`src/preview_link_defs.svh`:
```
`ifndef PREVIEW_LINK_DEFS_SVH
`define PREVIEW_LINK_DEFS_SVH

////////////////////////////////////////////////////////////////////////////
// image geometry
`define PL_RAW_WIDTH        16
`define PL_RAW_HEIGHT       8
`define PL_ROI_WIDTH        8
`define PL_ROI_HEIGHT       4

// crop corner after reset, centred horizontally
`define PL_DEF_COL_START    ((`PL_RAW_WIDTH - `PL_ROI_WIDTH) / 2)
`define PL_DEF_ROW_START    0

////////////////////////////////////////////////////////////////////////////
// host command map
`define PL_ADDR_COL_START   16'h0010
`define PL_ADDR_ROW_START   16'h0011
`define PL_CMD_BYTES        6

// "BIVFRAME", sent before every frame
`define PL_MAGIC            64'h4249_5646_5241_4D45

`define PL_FIFO_DEPTH       16

`endif
```
`src/preview_link_pkg.sv`:
```
package preview_link_pkg;

    ////////////////////////////////////////////////////////////////////////
    // plain vectors
    typedef logic [7:0]  pixel_t;
    typedef logic [15:0] coord_t;
    typedef logic [15:0] cmd_addr_t;
    typedef logic [31:0] cmd_data_t;
    typedef logic [7:0]  host_byte_t;

    ////////////////////////////////////////////////////////////////////////
    // bundles
    typedef struct packed {
        logic      valid;
        cmd_addr_t addr;
        cmd_data_t data;
    } cmd_t;

    typedef struct packed {
        coord_t col_start;
        coord_t row_start;
    } crop_corner_t;

    // first marks the corner pixel of a cropped frame
    typedef struct packed {
        logic   first;
        pixel_t data;
    } pixel_entry_t;

    // output sequencer
    typedef enum logic [1:0] {
        SEQ_IDLE,
        SEQ_HEADER,
        SEQ_PAYLOAD
    } seq_state_t;

endpackage

```
`src/preview_link_top.sv`:
```
`include "preview_link_defs.svh"

module preview_link_top
    import preview_link_pkg::*;
(
    input  logic       core_clk,
    input  logic       sys_reset,

    // host commands
    input  host_byte_t host_byte_i,
    input  logic       host_byte_valid_i,

    // raw pixel stream
    input  pixel_t     pix_i,
    input  logic       pix_valid_i,
    input  logic       pix_sof_i,

    // output byte stream
    output host_byte_t tx_byte_o,
    output logic       tx_valid_o,
    input  logic       tx_ready_i,

    output logic       overflow_o
);

    cmd_t         cmd;
    crop_corner_t corner;
    pixel_entry_t wr_entry;
    logic         wr_en;
    pixel_entry_t rd_entry;
    logic         not_empty;
    logic         rd_pop;

    ////////////////////////////////////////////////////////////////////////
    // command path
    cmd_word_assembler i_cmd_word_assembler (
        .core_clk          (core_clk),
        .sys_reset         (sys_reset),
        .host_byte_i       (host_byte_i),
        .host_byte_valid_i (host_byte_valid_i),
        .cmd_o             (cmd)
    );

    crop_register_bank i_crop_register_bank (
        .core_clk  (core_clk),
        .sys_reset (sys_reset),
        .cmd_i     (cmd),
        .corner_o  (corner)
    );

    ////////////////////////////////////////////////////////////////////////
    // pixel path
    pixel_crop_tracker i_pixel_crop_tracker (
        .core_clk    (core_clk),
        .sys_reset   (sys_reset),
        .pix_i       (pix_i),
        .pix_valid_i (pix_valid_i),
        .pix_sof_i   (pix_sof_i),
        .corner_i    (corner),
        .wr_entry_o  (wr_entry),
        .wr_en_o     (wr_en)
    );

    pixel_fifo #(
        .DEPTH (`PL_FIFO_DEPTH)
    ) i_pixel_fifo (
        .core_clk    (core_clk),
        .sys_reset   (sys_reset),
        .wr_entry_i  (wr_entry),
        .wr_en_i     (wr_en),
        .rd_pop_i    (rd_pop),
        .rd_entry_o  (rd_entry),
        .not_empty_o (not_empty),
        .overflow_o  (overflow_o)
    );

    frame_sequencer i_frame_sequencer (
        .core_clk    (core_clk),
        .sys_reset   (sys_reset),
        .rd_entry_i  (rd_entry),
        .not_empty_i (not_empty),
        .rd_pop_o    (rd_pop),
        .tx_byte_o   (tx_byte_o),
        .tx_valid_o  (tx_valid_o),
        .tx_ready_i  (tx_ready_i)
    );

endmodule

```
`src/frame_sequencer.sv`:
```
`include "preview_link_defs.svh"

module frame_sequencer
    import preview_link_pkg::*;
(
    input  logic         core_clk,
    input  logic         sys_reset,
    input  pixel_entry_t rd_entry_i,
    input  logic         not_empty_i,
    output logic         rd_pop_o,
    output host_byte_t   tx_byte_o,
    output logic         tx_valid_o,
    input  logic         tx_ready_i
);

    localparam int unsigned PIX_TOTAL = `PL_ROI_WIDTH * `PL_ROI_HEIGHT;
    localparam int CNT_W = $clog2(PIX_TOTAL + 1);
    localparam logic [63:0] MAGIC = `PL_MAGIC;

    seq_state_t       state_q;
    logic [2:0]       hdr_idx_q;
    logic [CNT_W-1:0] pix_cnt_q;
    logic             tx_fire;
    logic [5:0]       hdr_shift;

    // "B" sits in the top byte, so byte 0 comes from bit 56 down
    assign hdr_shift = {~hdr_idx_q, 3'b000};

    ////////////////////////////////////////////////////////////////////////
    // output and pop decode
    always_comb begin
        tx_valid_o = 1'b0;
        tx_byte_o  = rd_entry_i.data;
        rd_pop_o   = 1'b0;
        case (state_q)
            SEQ_IDLE: begin
                // drop leftovers until a frame start shows at the head
                rd_pop_o = not_empty_i && !rd_entry_i.first;
            end
            SEQ_HEADER: begin
                tx_valid_o = 1'b1;
                tx_byte_o  = MAGIC[hdr_shift +: 8];
            end
            SEQ_PAYLOAD: begin
                tx_valid_o = not_empty_i;
                rd_pop_o   = not_empty_i && tx_ready_i;
            end
            default: begin
                tx_valid_o = 1'b0;
            end
        endcase
        tx_fire = tx_valid_o && tx_ready_i;
    end

    ////////////////////////////////////////////////////////////////////////
    // state machine
    always_ff @(posedge core_clk) begin
        if (sys_reset) begin
            state_q   <= SEQ_IDLE;
            hdr_idx_q <= '0;
            pix_cnt_q <= '0;
        end else begin
            case (state_q)
                SEQ_IDLE: begin
                    hdr_idx_q <= '0;
                    pix_cnt_q <= '0;
                    if (not_empty_i && rd_entry_i.first) begin
                        state_q <= SEQ_HEADER;
                    end
                end
                SEQ_HEADER: begin
                    if (tx_fire) begin
                        hdr_idx_q <= hdr_idx_q + 1'b1;
                        if (hdr_idx_q == 3'd7) begin
                            state_q <= SEQ_PAYLOAD;
                        end
                    end
                end
                SEQ_PAYLOAD: begin
                    if (tx_fire) begin
                        pix_cnt_q <= pix_cnt_q + 1'b1;
                        // last pixel of the cropped frame
                        if (pix_cnt_q == CNT_W'(PIX_TOTAL - 1)) begin
                            state_q <= SEQ_IDLE;
                        end
                    end
                end
                default: begin
                    state_q <= SEQ_IDLE;
                end
            endcase
        end
    end

endmodule

```
`src/pixel_fifo.sv`:
```
`include "preview_link_defs.svh"

module pixel_fifo
    import preview_link_pkg::*;
#(
    parameter int DEPTH = `PL_FIFO_DEPTH
) (
    input  logic         core_clk,
    input  logic         sys_reset,
    input  pixel_entry_t wr_entry_i,
    input  logic         wr_en_i,
    input  logic         rd_pop_i,
    output pixel_entry_t rd_entry_o,
    output logic         not_empty_o,
    output logic         overflow_o
);

    localparam int AW = $clog2(DEPTH);

    pixel_entry_t mem [DEPTH];
    logic [AW-1:0] wr_ptr_q;
    logic [AW-1:0] rd_ptr_q;
    logic [AW:0]   count_q;
    logic          full;
    logic          do_wr;
    logic          do_rd;

    always_comb begin
        full        = (count_q == (AW+1)'(DEPTH));
        not_empty_o = (count_q != '0);
        do_wr       = wr_en_i && !full;
        do_rd       = rd_pop_i && not_empty_o;
    end

    always_ff @(posedge core_clk) begin
        if (do_wr) begin
            mem[wr_ptr_q] <= wr_entry_i;
        end
    end

    // head is visible straight from storage
    assign rd_entry_o = mem[rd_ptr_q];

    ////////////////////////////////////////////////////////////////////////
    // pointers, occupancy, sticky overflow
    always_ff @(posedge core_clk) begin
        if (sys_reset) begin
            wr_ptr_q   <= '0;
            rd_ptr_q   <= '0;
            count_q    <= '0;
            overflow_o <= 1'b0;
        end else begin
            if (do_wr) begin
                wr_ptr_q <= wr_ptr_q + 1'b1;
            end
            if (do_rd) begin
                rd_ptr_q <= rd_ptr_q + 1'b1;
            end
            count_q <= count_q + (AW+1)'(do_wr) - (AW+1)'(do_rd);
            if (wr_en_i && full) begin
                overflow_o <= 1'b1;
            end
        end
    end

endmodule

```
`src/pixel_crop_tracker.sv`:
```
`include "preview_link_defs.svh"

module pixel_crop_tracker
    import preview_link_pkg::*;
(
    input  logic         core_clk,
    input  logic         sys_reset,
    input  pixel_t       pix_i,
    input  logic         pix_valid_i,
    input  logic         pix_sof_i,
    input  crop_corner_t corner_i,
    output pixel_entry_t wr_entry_o,
    output logic         wr_en_o
);

    coord_t       col_q;
    coord_t       row_q;
    coord_t       col_cur;
    coord_t       row_cur;
    crop_corner_t corner_q;
    crop_corner_t corner_cur;
    logic [16:0]  col_end;
    logic [16:0]  row_end;
    logic         in_window;
    logic         at_corner;

    ////////////////////////////////////////////////////////////////////////
    // position of the current pixel
    // sof forces (0,0) on its own pixel
    always_comb begin
        col_cur    = pix_sof_i ? '0 : col_q;
        row_cur    = pix_sof_i ? '0 : row_q;
        corner_cur = pix_sof_i ? corner_i : corner_q;
    end

    always_ff @(posedge core_clk) begin
        if (sys_reset) begin
            col_q                <= '0;
            row_q                <= '0;
            corner_q.col_start   <= coord_t'(`PL_DEF_COL_START);
            corner_q.row_start   <= coord_t'(`PL_DEF_ROW_START);
        end else if (pix_valid_i) begin
            if (pix_sof_i) begin
                corner_q <= corner_i;
            end
            if (col_cur == coord_t'(`PL_RAW_WIDTH - 1)) begin
                col_q <= '0;
                if (row_cur == coord_t'(`PL_RAW_HEIGHT - 1)) begin
                    row_q <= '0;
                end else begin
                    row_q <= row_cur + 1'b1;
                end
            end else begin
                col_q <= col_cur + 1'b1;
                row_q <= row_cur;
            end
        end
    end

    ////////////////////////////////////////////////////////////////////////
    // window test, one bit wider so a corner near the top cannot wrap
    always_comb begin
        col_end   = {1'b0, corner_cur.col_start} + 17'(`PL_ROI_WIDTH);
        row_end   = {1'b0, corner_cur.row_start} + 17'(`PL_ROI_HEIGHT);
        in_window = (col_cur >= corner_cur.col_start) && ({1'b0, col_cur} < col_end) &&
                    (row_cur >= corner_cur.row_start) && ({1'b0, row_cur} < row_end);
        at_corner = (col_cur == corner_cur.col_start) && (row_cur == corner_cur.row_start);
    end

    always_ff @(posedge core_clk) begin
        wr_entry_o.data  <= pix_i;
        wr_entry_o.first <= at_corner;
    end

    always_ff @(posedge core_clk) begin
        if (sys_reset) begin
            wr_en_o <= 1'b0;
        end else begin
            wr_en_o <= pix_valid_i && in_window;
        end
    end

endmodule

```
`src/crop_register_bank.sv`:
```
`include "preview_link_defs.svh"

module crop_register_bank
    import preview_link_pkg::*;
(
    input  logic         core_clk,
    input  logic         sys_reset,
    input  cmd_t         cmd_i,
    output crop_corner_t corner_o
);

    coord_t col_start_q;
    coord_t row_start_q;
    logic   hit_col;
    logic   hit_row;

    ////////////////////////////////////////////////////////////////////////
    // address decode
    always_comb begin
        hit_col = cmd_i.valid && (cmd_i.addr == `PL_ADDR_COL_START);
        hit_row = cmd_i.valid && (cmd_i.addr == `PL_ADDR_ROW_START);
    end

    // only the low half of the data word is a coordinate
    always_ff @(posedge core_clk) begin
        if (sys_reset) begin
            col_start_q <= coord_t'(`PL_DEF_COL_START);
            row_start_q <= coord_t'(`PL_DEF_ROW_START);
        end else begin
            if (hit_col) begin
                col_start_q <= cmd_i.data[15:0];
            end
            if (hit_row) begin
                row_start_q <= cmd_i.data[15:0];
            end
        end
    end

    // unknown addresses fall through untouched
    always_comb begin
        corner_o.col_start = col_start_q;
        corner_o.row_start = row_start_q;
    end

endmodule

```
`src/cmd_word_assembler.sv`:
```
`include "preview_link_defs.svh"

module cmd_word_assembler
    import preview_link_pkg::*;
(
    input  logic       core_clk,
    input  logic       sys_reset,
    input  host_byte_t host_byte_i,
    input  logic       host_byte_valid_i,
    output cmd_t       cmd_o
);

    localparam int CNT_W = $clog2(`PL_CMD_BYTES);

    logic [47:0]      word_q;
    logic [CNT_W-1:0] byte_cnt_q;
    logic             cmd_valid_q;

    // bytes arrive big-endian, so shifting left leaves addr on top
    always_ff @(posedge core_clk) begin
        if (host_byte_valid_i) begin
            word_q <= {word_q[39:0], host_byte_i};
        end
    end

    always_ff @(posedge core_clk) begin
        if (sys_reset) begin
            byte_cnt_q  <= '0;
            cmd_valid_q <= 1'b0;
        end else begin
            cmd_valid_q <= 1'b0;
            if (host_byte_valid_i) begin
                if (byte_cnt_q == CNT_W'(`PL_CMD_BYTES - 1)) begin
                    byte_cnt_q  <= '0;
                    cmd_valid_q <= 1'b1;
                end else begin
                    byte_cnt_q <= byte_cnt_q + 1'b1;
                end
            end
        end
    end

    // word_q holds all six bytes while the valid pulse is high
    always_comb begin
        cmd_o.valid = cmd_valid_q;
        cmd_o.addr  = word_q[47:32];
        cmd_o.data  = word_q[31:0];
    end

endmodule

```
`config.mk`:
```
export PLATFORM = sky130hd
export DESIGN_NAME = preview_link_top
export DESIGN_NICKNAME = d
export VERILOG_FILES = /design/src/preview_link_pkg.sv /design/src/preview_link_top.sv /design/src/frame_sequencer.sv /design/src/pixel_fifo.sv /design/src/pixel_crop_tracker.sv /design/src/crop_register_bank.sv /design/src/cmd_word_assembler.sv
export VERILOG_INCLUDE_DIRS = /design/src
export SDC_FILE = /design/constraint.sdc
export NUM_CORES = 1
export LEC_CHECK = 0
export BUFFER_PORTS_ARGS = -buffer_cell sky130_fd_sc_hd__buf_2
export CAP_MARGIN = 20
export CORE_MARGIN = 2
export CORE_UTILIZATION = 41
export CTS_CLUSTER_DIAMETER = 40
export CTS_CLUSTER_SIZE = 28
export DETAILED_ROUTE_END_ITERATION = 10
export GPL_TIMING_DRIVEN = 0
export PLACE_DENSITY = 0.66
export SETUP_SLACK_MARGIN = 0.05
export SLEW_MARGIN = 20
export SYNTH_ARGS = -nofsm -noshare
export SYNTH_HDL_FRONTEND = slang
export SYNTH_SLANG_ARGS = --single-unit
```
`constraint.sdc`:
```
create_clock -name core_clk -period 10.4 [get_ports core_clk]
set_input_delay 0.52 -clock core_clk [delete_from_list [all_inputs] [get_ports core_clk]]
set_output_delay 0.52 -clock core_clk [all_outputs]
set_load 0.05 [all_outputs]
```
Word level (Yosys, flattened, before mapping)

Memories as Yosys holds them, arrays and structs flattened. A register that Yosys moved wholly into a read port is not among the register bits.
Index checks and enable logic that the tools add are counted.

Memories: 1
Output and inout port bits: 10
Logic and storage cells: 104
Bits in registers: 183
Memory bits (read-only): 0
Bits in latches: 0
Input bits: 22
RAM bits: 144

Eq/ne operators: 17
Multiplexer cells: 25
Bitwise operators: 2
Shifts and indexed selects: 1
Reduce and logical (&&, ||, !) cells: 24
$add $sub $neg: 11
Div/mod/pow operators: 0
$mul: 0
Magnitude comparators: 4

Memory list:

| memory           | depth | bits a word | rd ports | clocked after memory_dff | write ports | RTL line         | text |
|---|---|---|---|---|---|---|---|
| i_pixel_fifo.mem | 16    | 9           | 1        | 1                        | 1           | pixel_fifo.sv:20 | `pixel_entry_t mem [DEPTH];` |

Operators with widths:

| cell                                                                         | count |
|---|---|
| 16-bit 2-to-1 mux                                                            | 5 |
| 64-bit by 7-bit variable part select with 8-bit output, first input constant | 1 |
| 16-bit by 17-bit < comparator with 1-bit output                              | 2 |
| 16-bit by 1-bit adder with 16-bit output, second input constant              | 2 |
| 16-bit equality test                                                         | 2 |
| 16-bit by 5-bit equality test with 1-bit output, second input constant       | 2 |
| 16-bit greater-or-equal comparator                                           | 2 |
| 32-bit 2-to-1 mux                                                            | 1 |
| 16-bit by 3-bit adder with 17-bit output, second input constant              | 1 |
| 16-bit by 4-bit adder with 17-bit output, second input constant              | 1 |
| 16-bit by 3-bit equality test with 1-bit output, second input constant       | 1 |
| 16-bit by 4-bit equality test with 1-bit output, second input constant       | 1 |
| 1-bit logical AND                                                            | 14 |
| 6-bit one-hot mux with 2 select lines                                        | 1 |
| 2-bit 2-to-1 mux                                                             | 5 |
| 2-bit by 1-bit inequality test with 1-bit output, second input constant      | 5 |
| 4-bit by 1-bit adder with 4-bit output, second input constant                | 2 |
| 4-bit 2-to-1 mux                                                             | 2 |
| 8-bit 2-to-1 mux                                                             | 1 |
| 3-bit by 1-bit adder with 3-bit output, second input constant                | 2 |
| 6-bit by 1-bit adder with 6-bit output, second input constant                | 1 |
| 3-bit equality test, second input constant                                   | 2 |
| 6-bit by 5-bit equality test with 1-bit output, second input constant        | 1 |
| 3-bit 2-to-1 mux                                                             | 2 |
| other kinds (19)                                                             | 25 |

Depth between registers and ports, before layout

Gate-level depths: netlist (run 1).

Depth in word-level cells: 7
Depth in mapped cells: 18
Depth with buffers taken out: 15

Hierarchy

Synthesis (run 1) repeated with hierarchy kept, for this count alone.

Cells, all modules: 1351
Area total of the unflattened synthesis: 15874.0 sq um

By module, submodules not included:

| module             | sequential area each (sq um) | area an instance (sq um) | times used | cells each |
|---|---|---|---|---|
| pixel_fifo         | 4684.5                       | 6478.7                   | 1          | 335 |
| pixel_crop_tracker | 1481.4                       | 5610.4                   | 1          | 694 |
| cmd_word_assembler | 1521.5                       | 1604.0                   | 1          | 63 |
| crop_register_bank | 640.6                        | 1291.2                   | 1          | 151 |
| frame_sequencer    | 220.2                        | 889.6                    | 1          | 108 |

Worst setup path after synthesis (run 1)

Ideal clock, no wire load.

Path kind: input to register
From: input port pix_sof_i
To: register i_pixel_crop_tracker.wr_en_o
Library setup time: 0.078 ns
Required time: 10.322 ns
Slack: 6.679 ns
Stages: 17
Path buffers: 5
Arrival: 3.643 ns
Path through: buf_4 buf_2 buf_2 buf_2 buf_2 mux2i_1 inv_1 ha_1 inv_1 a221oi_1 nand3_1 xnor2_1 ha_1 or4_1 a21oi_1 a211oi_1 nor3_1

RTL lines:

| what                 | RTL line                 | text |
|---|---|---|
| from (decl)          | preview_link_top.sv:16   | `input logic pix_sof_i,` |
| to (signal assigned) | pixel_crop_tracker.sv:79 | `wr_en_o <= pix_valid_i && in_window;` |
| to (decl)            | pixel_crop_tracker.sv:13 | `output logic wr_en_o` |

==> results.json, run 1 <==
{
  "p_switching_mw": 0.894,
  "multi_input_area_um2": 6380,
  "tightest_slew_ns": 1.11,
  "yosys.area.top_type": "edfxtp_1",
  "post-route-util_pct": 47.6,
  "power.density_nw_per_um2": 191,
  "relSlewSlack_pct": 25.5,
  "p_comb_share_pct": 14.1,
  "p_int_mw": 2.45,
  "fp.dieH_um": 197,
  "crit_fanout": 10,
  "gr-total-overflow": 0,
  "synth_nets": 1364,
  "core_area_um2": 36700,
  "synthCells": 1257,
  "synthToLayoutAreaGrowth_pct": 14.3,
  "clock_latency_ns": 0.55,
  "ys_ff_latch": 331,
  "min_period_over_period_pct": 47.6,
  "drive_gt1_share_pct": 13.6,
  "wl_um": 35800,
  "switching_share_pct": 26.7,
  "cts_tree": "yes",
  "io_buffers": 31,
  "ant_nets": 0,
  "yosys_warnings": 0,
  "setup_viol": 0,
  "initial_utilization_pct": 41.6,
  "wl_per_cell_um": 19.5,
  "grt_usage_pct": 18.6,
  "final_cell_mix": "edfxtp_1 (192), nor2_1 (141), dfxtp_1 (139), ha_1 (84), nand2_1 (78)",
  "synth_ff_type": "edfxtp_1",
  "min_path_type": "primary input to register",
  "numCtsBuffers": 39,
  "cts.sinks": 331,
  "final_hold_viol_count": 0,
  "finalSetupTns_ns": 0,
  "mostFrequentLayoutCell": "edfxtp_1",
  "skew_ns": 0.0298,
  "root_buffer": "clkbuf_16",
  "cts_hold_buf": 0,
  "finalMaxSlewViolations": 0,
  "status": "finished, final reports clean",
  "ios": 32,
  "ctsResizeCount": 0,
  "drc": 0,
  "htree_levels": 2,
  "synthTopCellsByArea": "edfxtp_1 (38%), dfxtp_1 (18%), ha_1 (6.9%), mux4_2 (5.9%), mux2i_1 (4.5%)",
  "seqPwrFrac_pct": 43.5,
  "seq_area_um2": 8550,
  "layout.nets": 1441,
  "vias": 10200,
  "rows": 70,
  "grt_pass1_wl_um": 55500,
  "grt_max_degree": 51,
  "synth-edff-count": 192,
  "detailed_place_hpwl_um": 24900,
  "fin_ws_ns": 5.45,
  "fillCellCount": 3195,
  "rsz0062_at_grt": "false",
  "crit_path_end_kind": "register",
  "syn_avg_cell_area_um2": 12.2,
  "dp_slack_ns": 5.05,
  "ys_seq_area_share_pct": 55.9,
  "diodes": 0,
  "ys_types": 70,
  "clockBufferDepth": 3,
  "clock_power_share_pct": 42.4,
  "die_area_um2": 38800,
  "syn_area_um2": 15300,
  "cts.clk_slew.worst_paths_ns": 0.08,
  "cp-start-kind": "primary input",
  "die_w_um": 197,
  "crit_type": "primary input to register",
  "synthArstFlopShare_pct": 0,
  "arrival_ns": 5.34,
  "crit_required_ns": 10.78,
  "p_leak_nw": 6.36,
  "drt_first_pass_iters": 5,
  "hold_ws_ns": 0.0669,
  "vdd_drop_max_v": 0.000172,
  "viasPerCell": 5.57,
  "first_iter_violations": 834,
  "post_cts_buffers": 0,
  "period_minus_slack_ns": 4.95,
  "routabilityCongestion": 0.889,
  "grt_antenna_before_repair": 0,
  "max_clock_freq_mhz": 202,
  "grt_pass1_vias": 9927,
  "drv_cap": 0,
  "yosys.area.top_type_share_pct": 37.7
}
==> through the flow <==
step           power (mW)  std cells  cell area (um2)
5_1_grt              3.48       1833            17500
4_1_cts              3.37       1832            17500
2_1_floorplan        1.83       1257            15300
3_5_place_dp         1.95       1760            16100
6_report             3.34       1833            17500
3_3_place_gp         1.94       1756            16000
==> cell type report <==
cell class	count	area share (%)
sequential	331	48.9
multi-input combinational	834	36.5
clock buffer	48	6.13
tap	468	3.35
clock inverter	24	1.74
buffer	57	1.43
timing repair buffer	36	1.14
inverter	35	0.752
==> final timing paths <==
check	start	cells after the start	to	slack [ns]
max reg2reg	register	14	i_pixel_fifo.count_q[4]	6.46
max	pix_sof_i	19	i_pixel_crop_tracker.wr_en_o	5.45
min	pix_i[1]	1	i_pixel_crop_tracker.wr_entry_o[1]	0.07
min reg2reg	i_cmd_word_assembler.word_q[17]	0	i_cmd_word_assembler.word_q[25]	0.42
==> state kept, by name, summed over array words and instances, names as in the netlist, 4 cells and up, named ones only <==
name and count:
i_crop_register_bank.col_start_q 16, i_pixel_crop_tracker.corner_q 32, i_pixel_fifo.mem 144, i_pixel_fifo.count_q 5, i_cmd_word_assembler.word_q 48, i_frame_sequencer.pix_cnt_q 6
i_pixel_crop_tracker.row_q 16, i_pixel_crop_tracker.wr_entry_o 9, i_pixel_crop_tracker.col_q 16, i_pixel_fifo.wr_ptr_q 4, i_pixel_fifo.rd_ptr_q 4, i_crop_register_bank.row_start_q 16
==> power by group through the flow <==
stage / sequential (mW) / combinational, mW / clock, mW
2_1_floorplan: 1.47 / 0.364 / 0
3_3_place_gp: 1.48 / 0.464 / 0
3_5_place_dp: 1.48 / 0.471 / 0
4_1_cts: 1.45 / 0.474 / 1.45
5_1_grt: 1.46 / 0.516 / 1.50
6_report: 1.45 / 0.470 / 1.42
==> Yosys cell counts, types with 5 or more instances <==
cell and count:
nor3_1 21, o21ai_0 49, buf_2 14, a31oi_1 5, and2_1 6, mux4_1 5
a21oi_1 54, a211oi_1 34, nand2_1 78, or3_1 8, inv_1 35, mux2i_1 68
nand2b_1 18, buf_1 5, nor4_2 5, nand3_1 28, nor4_1 7, ha_1 84
xnor2_1 18, a22oi_1 5, edfxtp_1 192, dfxtp_1 139, nor2b_1 32, and3_1 5
mux4_2 40, xor2_1 22, nand4_1 24, clkbuf_1 35, or4_1 5, nor2_1 146
==> logic make-up after synthesis <==
family	Yosys count	share of synthesized area (%)
mux	117	11.5
compound gates	183	7.43
simple gates	409	13.3
xor+xnor	40	2.29
fa+ha+maj	85	7.01
buf+inv	92	2.50
flops	331	55.9
==> per-layer routing <==
metal | up-vias | wire [um] | track usage, %
met5 | - | 0 | 0
li1 | 4858 | - | -
met1 | 4978 | 15900 | 25.3
met4 | 0 | 1240 | 7.38
met3 | 75 | 2070 | 3.26
met2 | 292 | 16600 | 29.7
==> worst max-delay path, stage by stage <==
cell and delay, ns:
buf_2 0.17, buf_4 0.24, buf_2 0.35, buf_2 0.35, buf_2 0.37, buf_2 0.40, mux2i_1 0.21, inv_1 0.13
ha_1 0.15, inv_1 0.07, a221oi_1 0.53, xor2_1 0.18, ha_1 0.34, and3_1 0.18, o2111ai_1 0.12, a21oi_1 0.22
o2111ai_1 0.17, a211oi_1 0.44, nor3_1 0.18
(Power assumes the default switching activity.)
==> run 2: changes to the inputs <==
- PLACE_DENSITY: 0.66 -> 0.68
- clock period: 10.4 -> 4.1 ns (I/O delays scaled with it)
==> run 2 against run 1 <==
  * Critical path type unchanged
  * Clock-buffer cell count down 3
  * Highest routed layer unchanged
  * Non-clock buffer count up 18
  * Largest power group is now the clock network
  * Sequential share of layout area down 0.78 points
  * First-iteration DRC count up 7.8%
  * Critical path depth down 2
  * Largest cell class unchanged
  * Global-route usage up 0.30 points
==> results.json, run 2 (synthesized netlist as in run 1, its figures left out) <==
{
  "status": "finished, final reports clean",
  "cts_tree": "yes",
  "arrival_ns": 4.22,
  "die_w_um": 197,
  "hold_ws_ns": 0.0580,
  "reg2reg_depth": 14,
  "tightest_slew_ns": 1.11,
  "gr-total-overflow": 0,
  "final_hold_viol_count": 0,
  "max_clock_freq_mhz": 262,
  "cp-start-kind": "primary input",
  "drt_first_pass_iters": 6,
  "finalMaxSlewViolations": 0,
  "post_cts_buffers": 0,
  "setup_viol": 0,
  "multi_input_area_um2": 6390,
  "crit_required_ns": 4.51,
  "cts.sinks": 331,
  "cp_num_buf_inv": 7,
  "grt_usage_pct": 18.9,
  "seqPwrFrac_pct": 42.4,
  "p_switching_mw": 2.38,
  "clockBufferDepth": 3,
  "viasPerCell": 5.66,
  "detailed_place_hpwl_um": 24900,
  "largest_reg_flops": 144,
  "drive_gt1_share_pct": 14.0,
  "vias": 10500,
  "r2r_slack_ns": 0.46,
  "wl_per_cell_um": 19.5,
  "wl_um": 36200,
  "ant_nets": 0,
  "cp_cell_sequence": "buf_2 -> buf_4 -> buf_2 -> buf_4 -> buf_4 -> mux2i_1 -> inv_1 -> ha_1 -> inv_1 -> a221oi_2 -> xor2_1 -> ha_1 -> and3_1 -> a221o_1 -> o2111ai_1 -> a211oi_2 -> nor3_1",
  "rows": 70,
  "p_leak_nw": 6.48,
  "final_cell_mix": "edfxtp_1 (192), nor2_1 (143), dfxtp_1 (139), ha_1 (84), nand2_1 (78)",
  "crit_path_end_kind": "register",
  "die_area_um2": 38800,
  "post-route-util_pct": 48.4,
  "hp-start": "sys_reset",
  "layout.nets": 1462,
  "numCtsBuffers": 42,
  "largest_register": "i_pixel_fifo.mem",
  "mostFrequentLayoutCell": "edfxtp_1",
  "ios": 32,
  "htree_levels": 2,
  "clock_latency_ns": 0.56,
  "core_area_um2": 36700,
  "whs_path_depth": 3,
  "root_buffer": "clkbuf_16",
  "whs_endpoint": "i_crop_register_bank.col_start_q[2]",
  "routabilityCongestion": 0.888,
  "fp.dieH_um": 197,
  "diodes": 0,
  "cpPeakStageDelay_ns": 0.39,
  "grt_max_degree": 51,
  "crit_type": "primary input to register",
  "first_iter_violations": 899,
  "reg.largest.list": "i_pixel_fifo.mem: 144 flops, i_cmd_word_assembler.word_q: 48 flops, i_pixel_crop_tracker.corner_q: 32 flops",
  "cts.clk_slew.worst_paths_ns": 0.07,
  "min_period_over_period_pct": 92.9,
  "clock_power_share_pct": 43.7,
  "synthToLayoutAreaGrowth_pct": 16.2,
  "seq_area_um2": 8550,
  "grt_pass1_wl_um": 56400,
  "skew_ns": 0.0260,
  "period_minus_slack_ns": 3.81,
  "rsz0062_at_grt": "false",
  "finalSetupTns_ns": 0,
  "critPathTopFamily": "buffers and inverters",
  "drc": 0,
  "fillCellCount": 3143,
  "grt_antenna_before_repair": 1,
  "initial_utilization_pct": 41.6,
  "p_comb_share_pct": 13.9,
  "min_path_type": "primary input to register",
  "r2r_end": "i_pixel_fifo.count_q[4]",
  "crit_fanout": 19,
  "p_int_mw": 6.30,
  "power.density_nw_per_um2": 489,
  "relSlewSlack_pct": 25.8,
  "io_buffers": 31,
  "switching_share_pct": 27.4,
  "cp_slowest_cell": "nor3_1",
  "cp_common_cell": "buf_4",
  "drv_cap": 0,
  "vdd_drop_max_v": 0.000459,
  "grt_pass1_vias": 10000
}
[run 2: tightest hold or removal path, cell delays in order]
cell,delay [ns]
buf_2,0.13
inv_1,0.16
nand2_1,0.09
[run 2: repair_timing]
item,CTS,global route
hold buffers,16,0
pin swaps,0,0
setup endpoints to repair,1,2
hold endpoints to repair,16,0
resized for setup,3,3
[run 2: per-stage QoR]
stage / power [mW] / setup WS [ns] / instance area [um2] / instances
6_report: 8.68 / 0.290 / 17800 / 1856
5_1_grt: 9.01 / 0.136 / 17800 / 1856
4_1_cts: 8.77 / 0.113 / 17700 / 1853
3_5_place_dp: 4.95 / -0.899 / 16100 / 1760
3_3_place_gp: 4.93 / -0.932 / 16000 / 1756
2_1_floorplan: 4.65 / 0.694 / 15300 / 1257
[run 2: how the worst max path moves through the flow]
stage               startpoint                           end  slack, ns  cells after the start
floorplan            pix_sof_i  i_pixel_crop_tracker.wr_en_o       0.69                     17
global placement     pix_sof_i  i_pixel_crop_tracker.wr_en_o      -0.93                     19
detailed placement   pix_sof_i  i_pixel_crop_tracker.wr_en_o      -0.90                     19
CTS                  pix_sof_i  i_pixel_crop_tracker.wr_en_o       0.11                     19
global route         pix_sof_i  i_pixel_crop_tracker.wr_en_o       0.14                     17
finish               pix_sof_i  i_pixel_crop_tracker.wr_en_o       0.29                     17
[run 2: area by class of cell]
cell class,count,share of cell area (%)
sequential,331,48.1
multi-input combinational,834,36.0
clock buffer,45,6.10
tap,468,3.30
timing repair buffer,55,2.19
clock inverter,32,2.11
buffer,56,1.42
inverter,35,0.740
[run 2: power groups by stage]
| stage | registers (mW) | clock network (mW) | logic [mW] |
|---|---|---|---|
| floorplan | 3.73 | 0 | 0.923 |
| global placement | 3.75 | 0 | 1.18 |
| detailed placement | 3.76 | 0 | 1.20 |
| CTS | 3.68 | 3.87 | 1.21 |
| global route | 3.70 | 3.99 | 1.32 |
| finish | 3.69 | 3.79 | 1.21 |
[run 2: metal layers]
metal / track usage (%) / wire length [um] / vias to the layer above
met5: 0 / 0 / -
met4: 8.80 / 1530 / 0
met3: 3.45 / 2540 / 90
met2: 29.1 / 16400 / 366
met1: 26.0 / 15700 / 5154
li1: - / - / 4886
==> run 3: changes to the inputs <==
- SYNTH_HIERARCHICAL: default -> 1
==> run 3 against run 2 <==
  * Global-route usage down 0.59 points
  * Worst hold slack improved by 0.043 ns
  * Power is 2.0% higher
  * Synthesized area up 3.9%
  * Critical endpoint is now i_pixel_crop_tracker/wr_en_o
  * Largest cell class unchanged
==> results.json, run 3 <==
{
  "status": "finished, final reports clean",
  "synth_ff_type": "edfxtp_1",
  "multi_input_area_um2": 6770,
  "mostFrequentLayoutCell": "edfxtp_1",
  "seq_area_um2": 8550,
  "layout.nets": 1555,
  "synth_nets": 1459,
  "dp_cells": 1903,
  "clockBufferDepth": 3,
  "hold_ws_ns": 0.101,
  "arrival_ns": 4.27,
  "tightest_slew_ns": 1.03,
  "core_area_um2": 38500,
  "setup_viol": 0,
  "syn_avg_cell_area_um2": 11.7,
  "largest_reg_flops": 144,
  "place_area_um2": 16700,
  "total_power_mw": 8.85,
  "yosysMostFrequentCell": "edfxtp_1",
  "wl_um": 37400,
  "ios": 32,
  "ys_seq_area_share_pct": 53.9,
  "final_cells": 2002,
  "grt_usage_pct": 18.3,
  "drt_first_pass_iters": 8,
  "htree_levels": 2,
  "max_clock_freq_mhz": 261,
  "initial_utilization_pct": 41.3,
  "die_area_um2": 40300,
  "min_period_over_period_pct": 93.4,
  "crit_type": "primary input to register",
  "rsz0062_at_grt": "true",
  "skew_ns": 0.0305,
  "power.density_nw_per_um2": 480,
  "finalMaxSlewViolations": 0,
  "first_iter_violations": 1011,
  "fillCellCount": 3388,
  "cts.sinks": 331,
  "clock_latency_ns": 0.57,
  "min_path_type": "primary input to register",
  "io_buffers": 30,
  "grt_max_degree": 55,
  "period_minus_slack_ns": 3.83,
  "viasPerCell": 5.59,
  "yosys.area.top_type": "edfxtp_1",
  "ant_nets": 0,
  "drc": 0,
  "synth-edff-count": 192,
  "gr-total-overflow": 0,
  "cts_tree": "yes",
  "final_cell_mix": "edfxtp_1 (192), dfxtp_1 (139), nor2_1 (105), a21oi_1 (93), ha_1 (85)",
  "fp.dieH_um": 201,
  "synthToLayoutAreaGrowth_pct": 16.3,
  "root_buffer": "clkbuf_16",
  "final_hold_viol_count": 0,
  "drive_gt1_share_pct": 13.6,
  "drv_cap": 0,
  "wl_per_cell_um": 18.7,
  "finalSetupTns_ns": 0,
  "ys_types": 86,
  "stdcell_area_um2": 18500,
  "synthCells": 1351,
  "die_w_um": 201,
  "yosys.area.top_type_share_pct": 36.3,
  "synthArstFlopShare_pct": 0,
  "p_leak_nw": 6.67,
  "routabilityCongestion": 0.883,
  "syn_area_um2": 15900,
  "relSlewSlack_pct": 31.4,
  "rows": 72,
  "synthTopCellsByCount": "edfxtp_1 (192), dfxtp_1 (139), nor2_1 (105)",
  "largest_register": "i_pixel_fifo/mem",
  "ys_ff_latch": 331,
  "yosys_warnings": 6,
  "grt_pass1_vias": 10900,
  "cp-start-kind": "primary input",
  "detailed_place_hpwl_um": 25600,
  "crit_required_ns": 4.54,
  "vias": 11200,
  "numCtsBuffers": 44,
  "post_cts_buffers": 0,
  "reg.largest.list": "i_pixel_fifo/mem: 144 flops, i_cmd_word_assembler/word_q: 48 flops, i_pixel_crop_tracker/corner_q: 32 flops",
  "vdd_drop_max_v": 0.000350,
  "grt_pass1_wl_um": 59100,
  "synthTopCellsByArea": "edfxtp_1 (36%), dfxtp_1 (18%), ha_1 (6.7%), mux4_1 (3.3%), a21oi_1 (2.9%)",
  "crit_fanout": 10,
  "cts.clk_slew.worst_paths_ns": 0.06,
  "crit_path_end_kind": "register",
  "grt_antenna_before_repair": 0
}
## run 3: changes by cell type in the layout (fill, tap and decap cells not counted), moves of 7 or more
cell      change
nor2b_1       +7
a22oi_1      +19
mux2i_1      -36
nand3_1      +36
mux4_2       -23
and3_1        +8
and2_1        +9
mux4_1       +14
nor2_1       -38
inv_1        +11
o21ai_0      +19
a21oi_1      +39
nand2b_1     -11
## run 3: metrics by stage
| step | utilization [%] | setup WS (ns) |
|---|---|---|
| 3_5_place_dp | 43.5 | -0.655 |
| 6_report | 48.0 | 0.269 |
| 3_3_place_gp | 43.3 | -0.708 |
| 5_1_grt | 48.0 | 0.0415 |
| 4_1_cts | 47.9 | 0.122 |
| 2_1_floorplan | - | 0.497 |
## run 3: cells by family (layout without fill, tap and decap cells)
| kind of cell | count (synthesis) | in the layout | synth area share (%) |
|---|---|---|---|
| buf+inv | 117 | 249 | 3.71 |
| compound gates | 282 | 282 | 11.1 |
| simple gates | 429 | 429 | 14.8 |
| mux | 72 | 72 | 7.88 |
| flops | 331 | 331 | 53.9 |
| fa+ha+maj | 86 | 86 | 6.83 |
| xor+xnor | 34 | 34 | 1.88 |
| other cells | 0 | 1 | 0 |
## run 3: critical path, stage by stage
cell and delay (ns):
buf_4 0.18, buf_6 0.19, buf_4 0.20, buf_6 0.21, buf_6 0.21, mux2i_1 0.15
inv_1 0.11, ha_1 0.22, nand4b_1 0.15, a22oi_2 0.26, nand2_1 0.13, nor2_1 0.22
xor2_1 0.18, ha_1 0.26, and3_1 0.20, a211oi_1 0.27, a21oi_1 0.13, nor4b_1 0.28
a311oi_1 0.12, nor4_2 0.36
## run 3: cell type report
class	instances	area share (%)
clock buffer	51	6.33
multi-input combinational	903	36.7
clock inverter	31	2.07
sequential	331	46.3
tap	518	3.51
antenna	1	0.0136
timing repair buffer	50	1.80
buffer	71	2.33
inverter	46	0.936
## run 3: where the power goes
part | internal, mW | leakage [nW] | switching (mW)
Sequential | 3.61 | 2.90 | 0.0891
Clock | 2.33 | 0.764 | 1.62
Combinational | 0.495 | 3.01 | 0.717
Total | 6.43 | 6.67 | 2.42
## run 3: layer usage
layer / vias to the layer above / part of all wire [%] / routed length [um] / track usage [%]
met4: 0 / 2.2 / 832 / 5.40
met1: 5428 / 43 / 16200 / 24.6
met2: 384 / 48 / 17900 / 30.7
li1: 5310 / - / - / -
met3: 67 / 6.6 / 2480 / 2.79
met5: - / 0 / 0 / 0
## run 3: worst paths after layout
check | depth (start not counted) | slack, ns | end | startpoint
min reg2reg | 0 | 0.41 | i_cmd_word_assembler/word_q[38] | i_cmd_word_assembler/word_q[30]
max reg2reg | 19 | 0.42 | i_pixel_fifo/count_q[4] | register
max | 20 | 0.27 | i_pixel_crop_tracker/wr_en_o | pix_sof_i
min | 3 | 0.10 | i_pixel_crop_tracker/wr_en_o | pix_valid_i
## run 3: timing repair
item,4_1_cts,5_1_grt
setup endpoints to repair,1,2
gates resized for setup,2,9
hold buffers,16,0
hold endpoints to repair,16,0
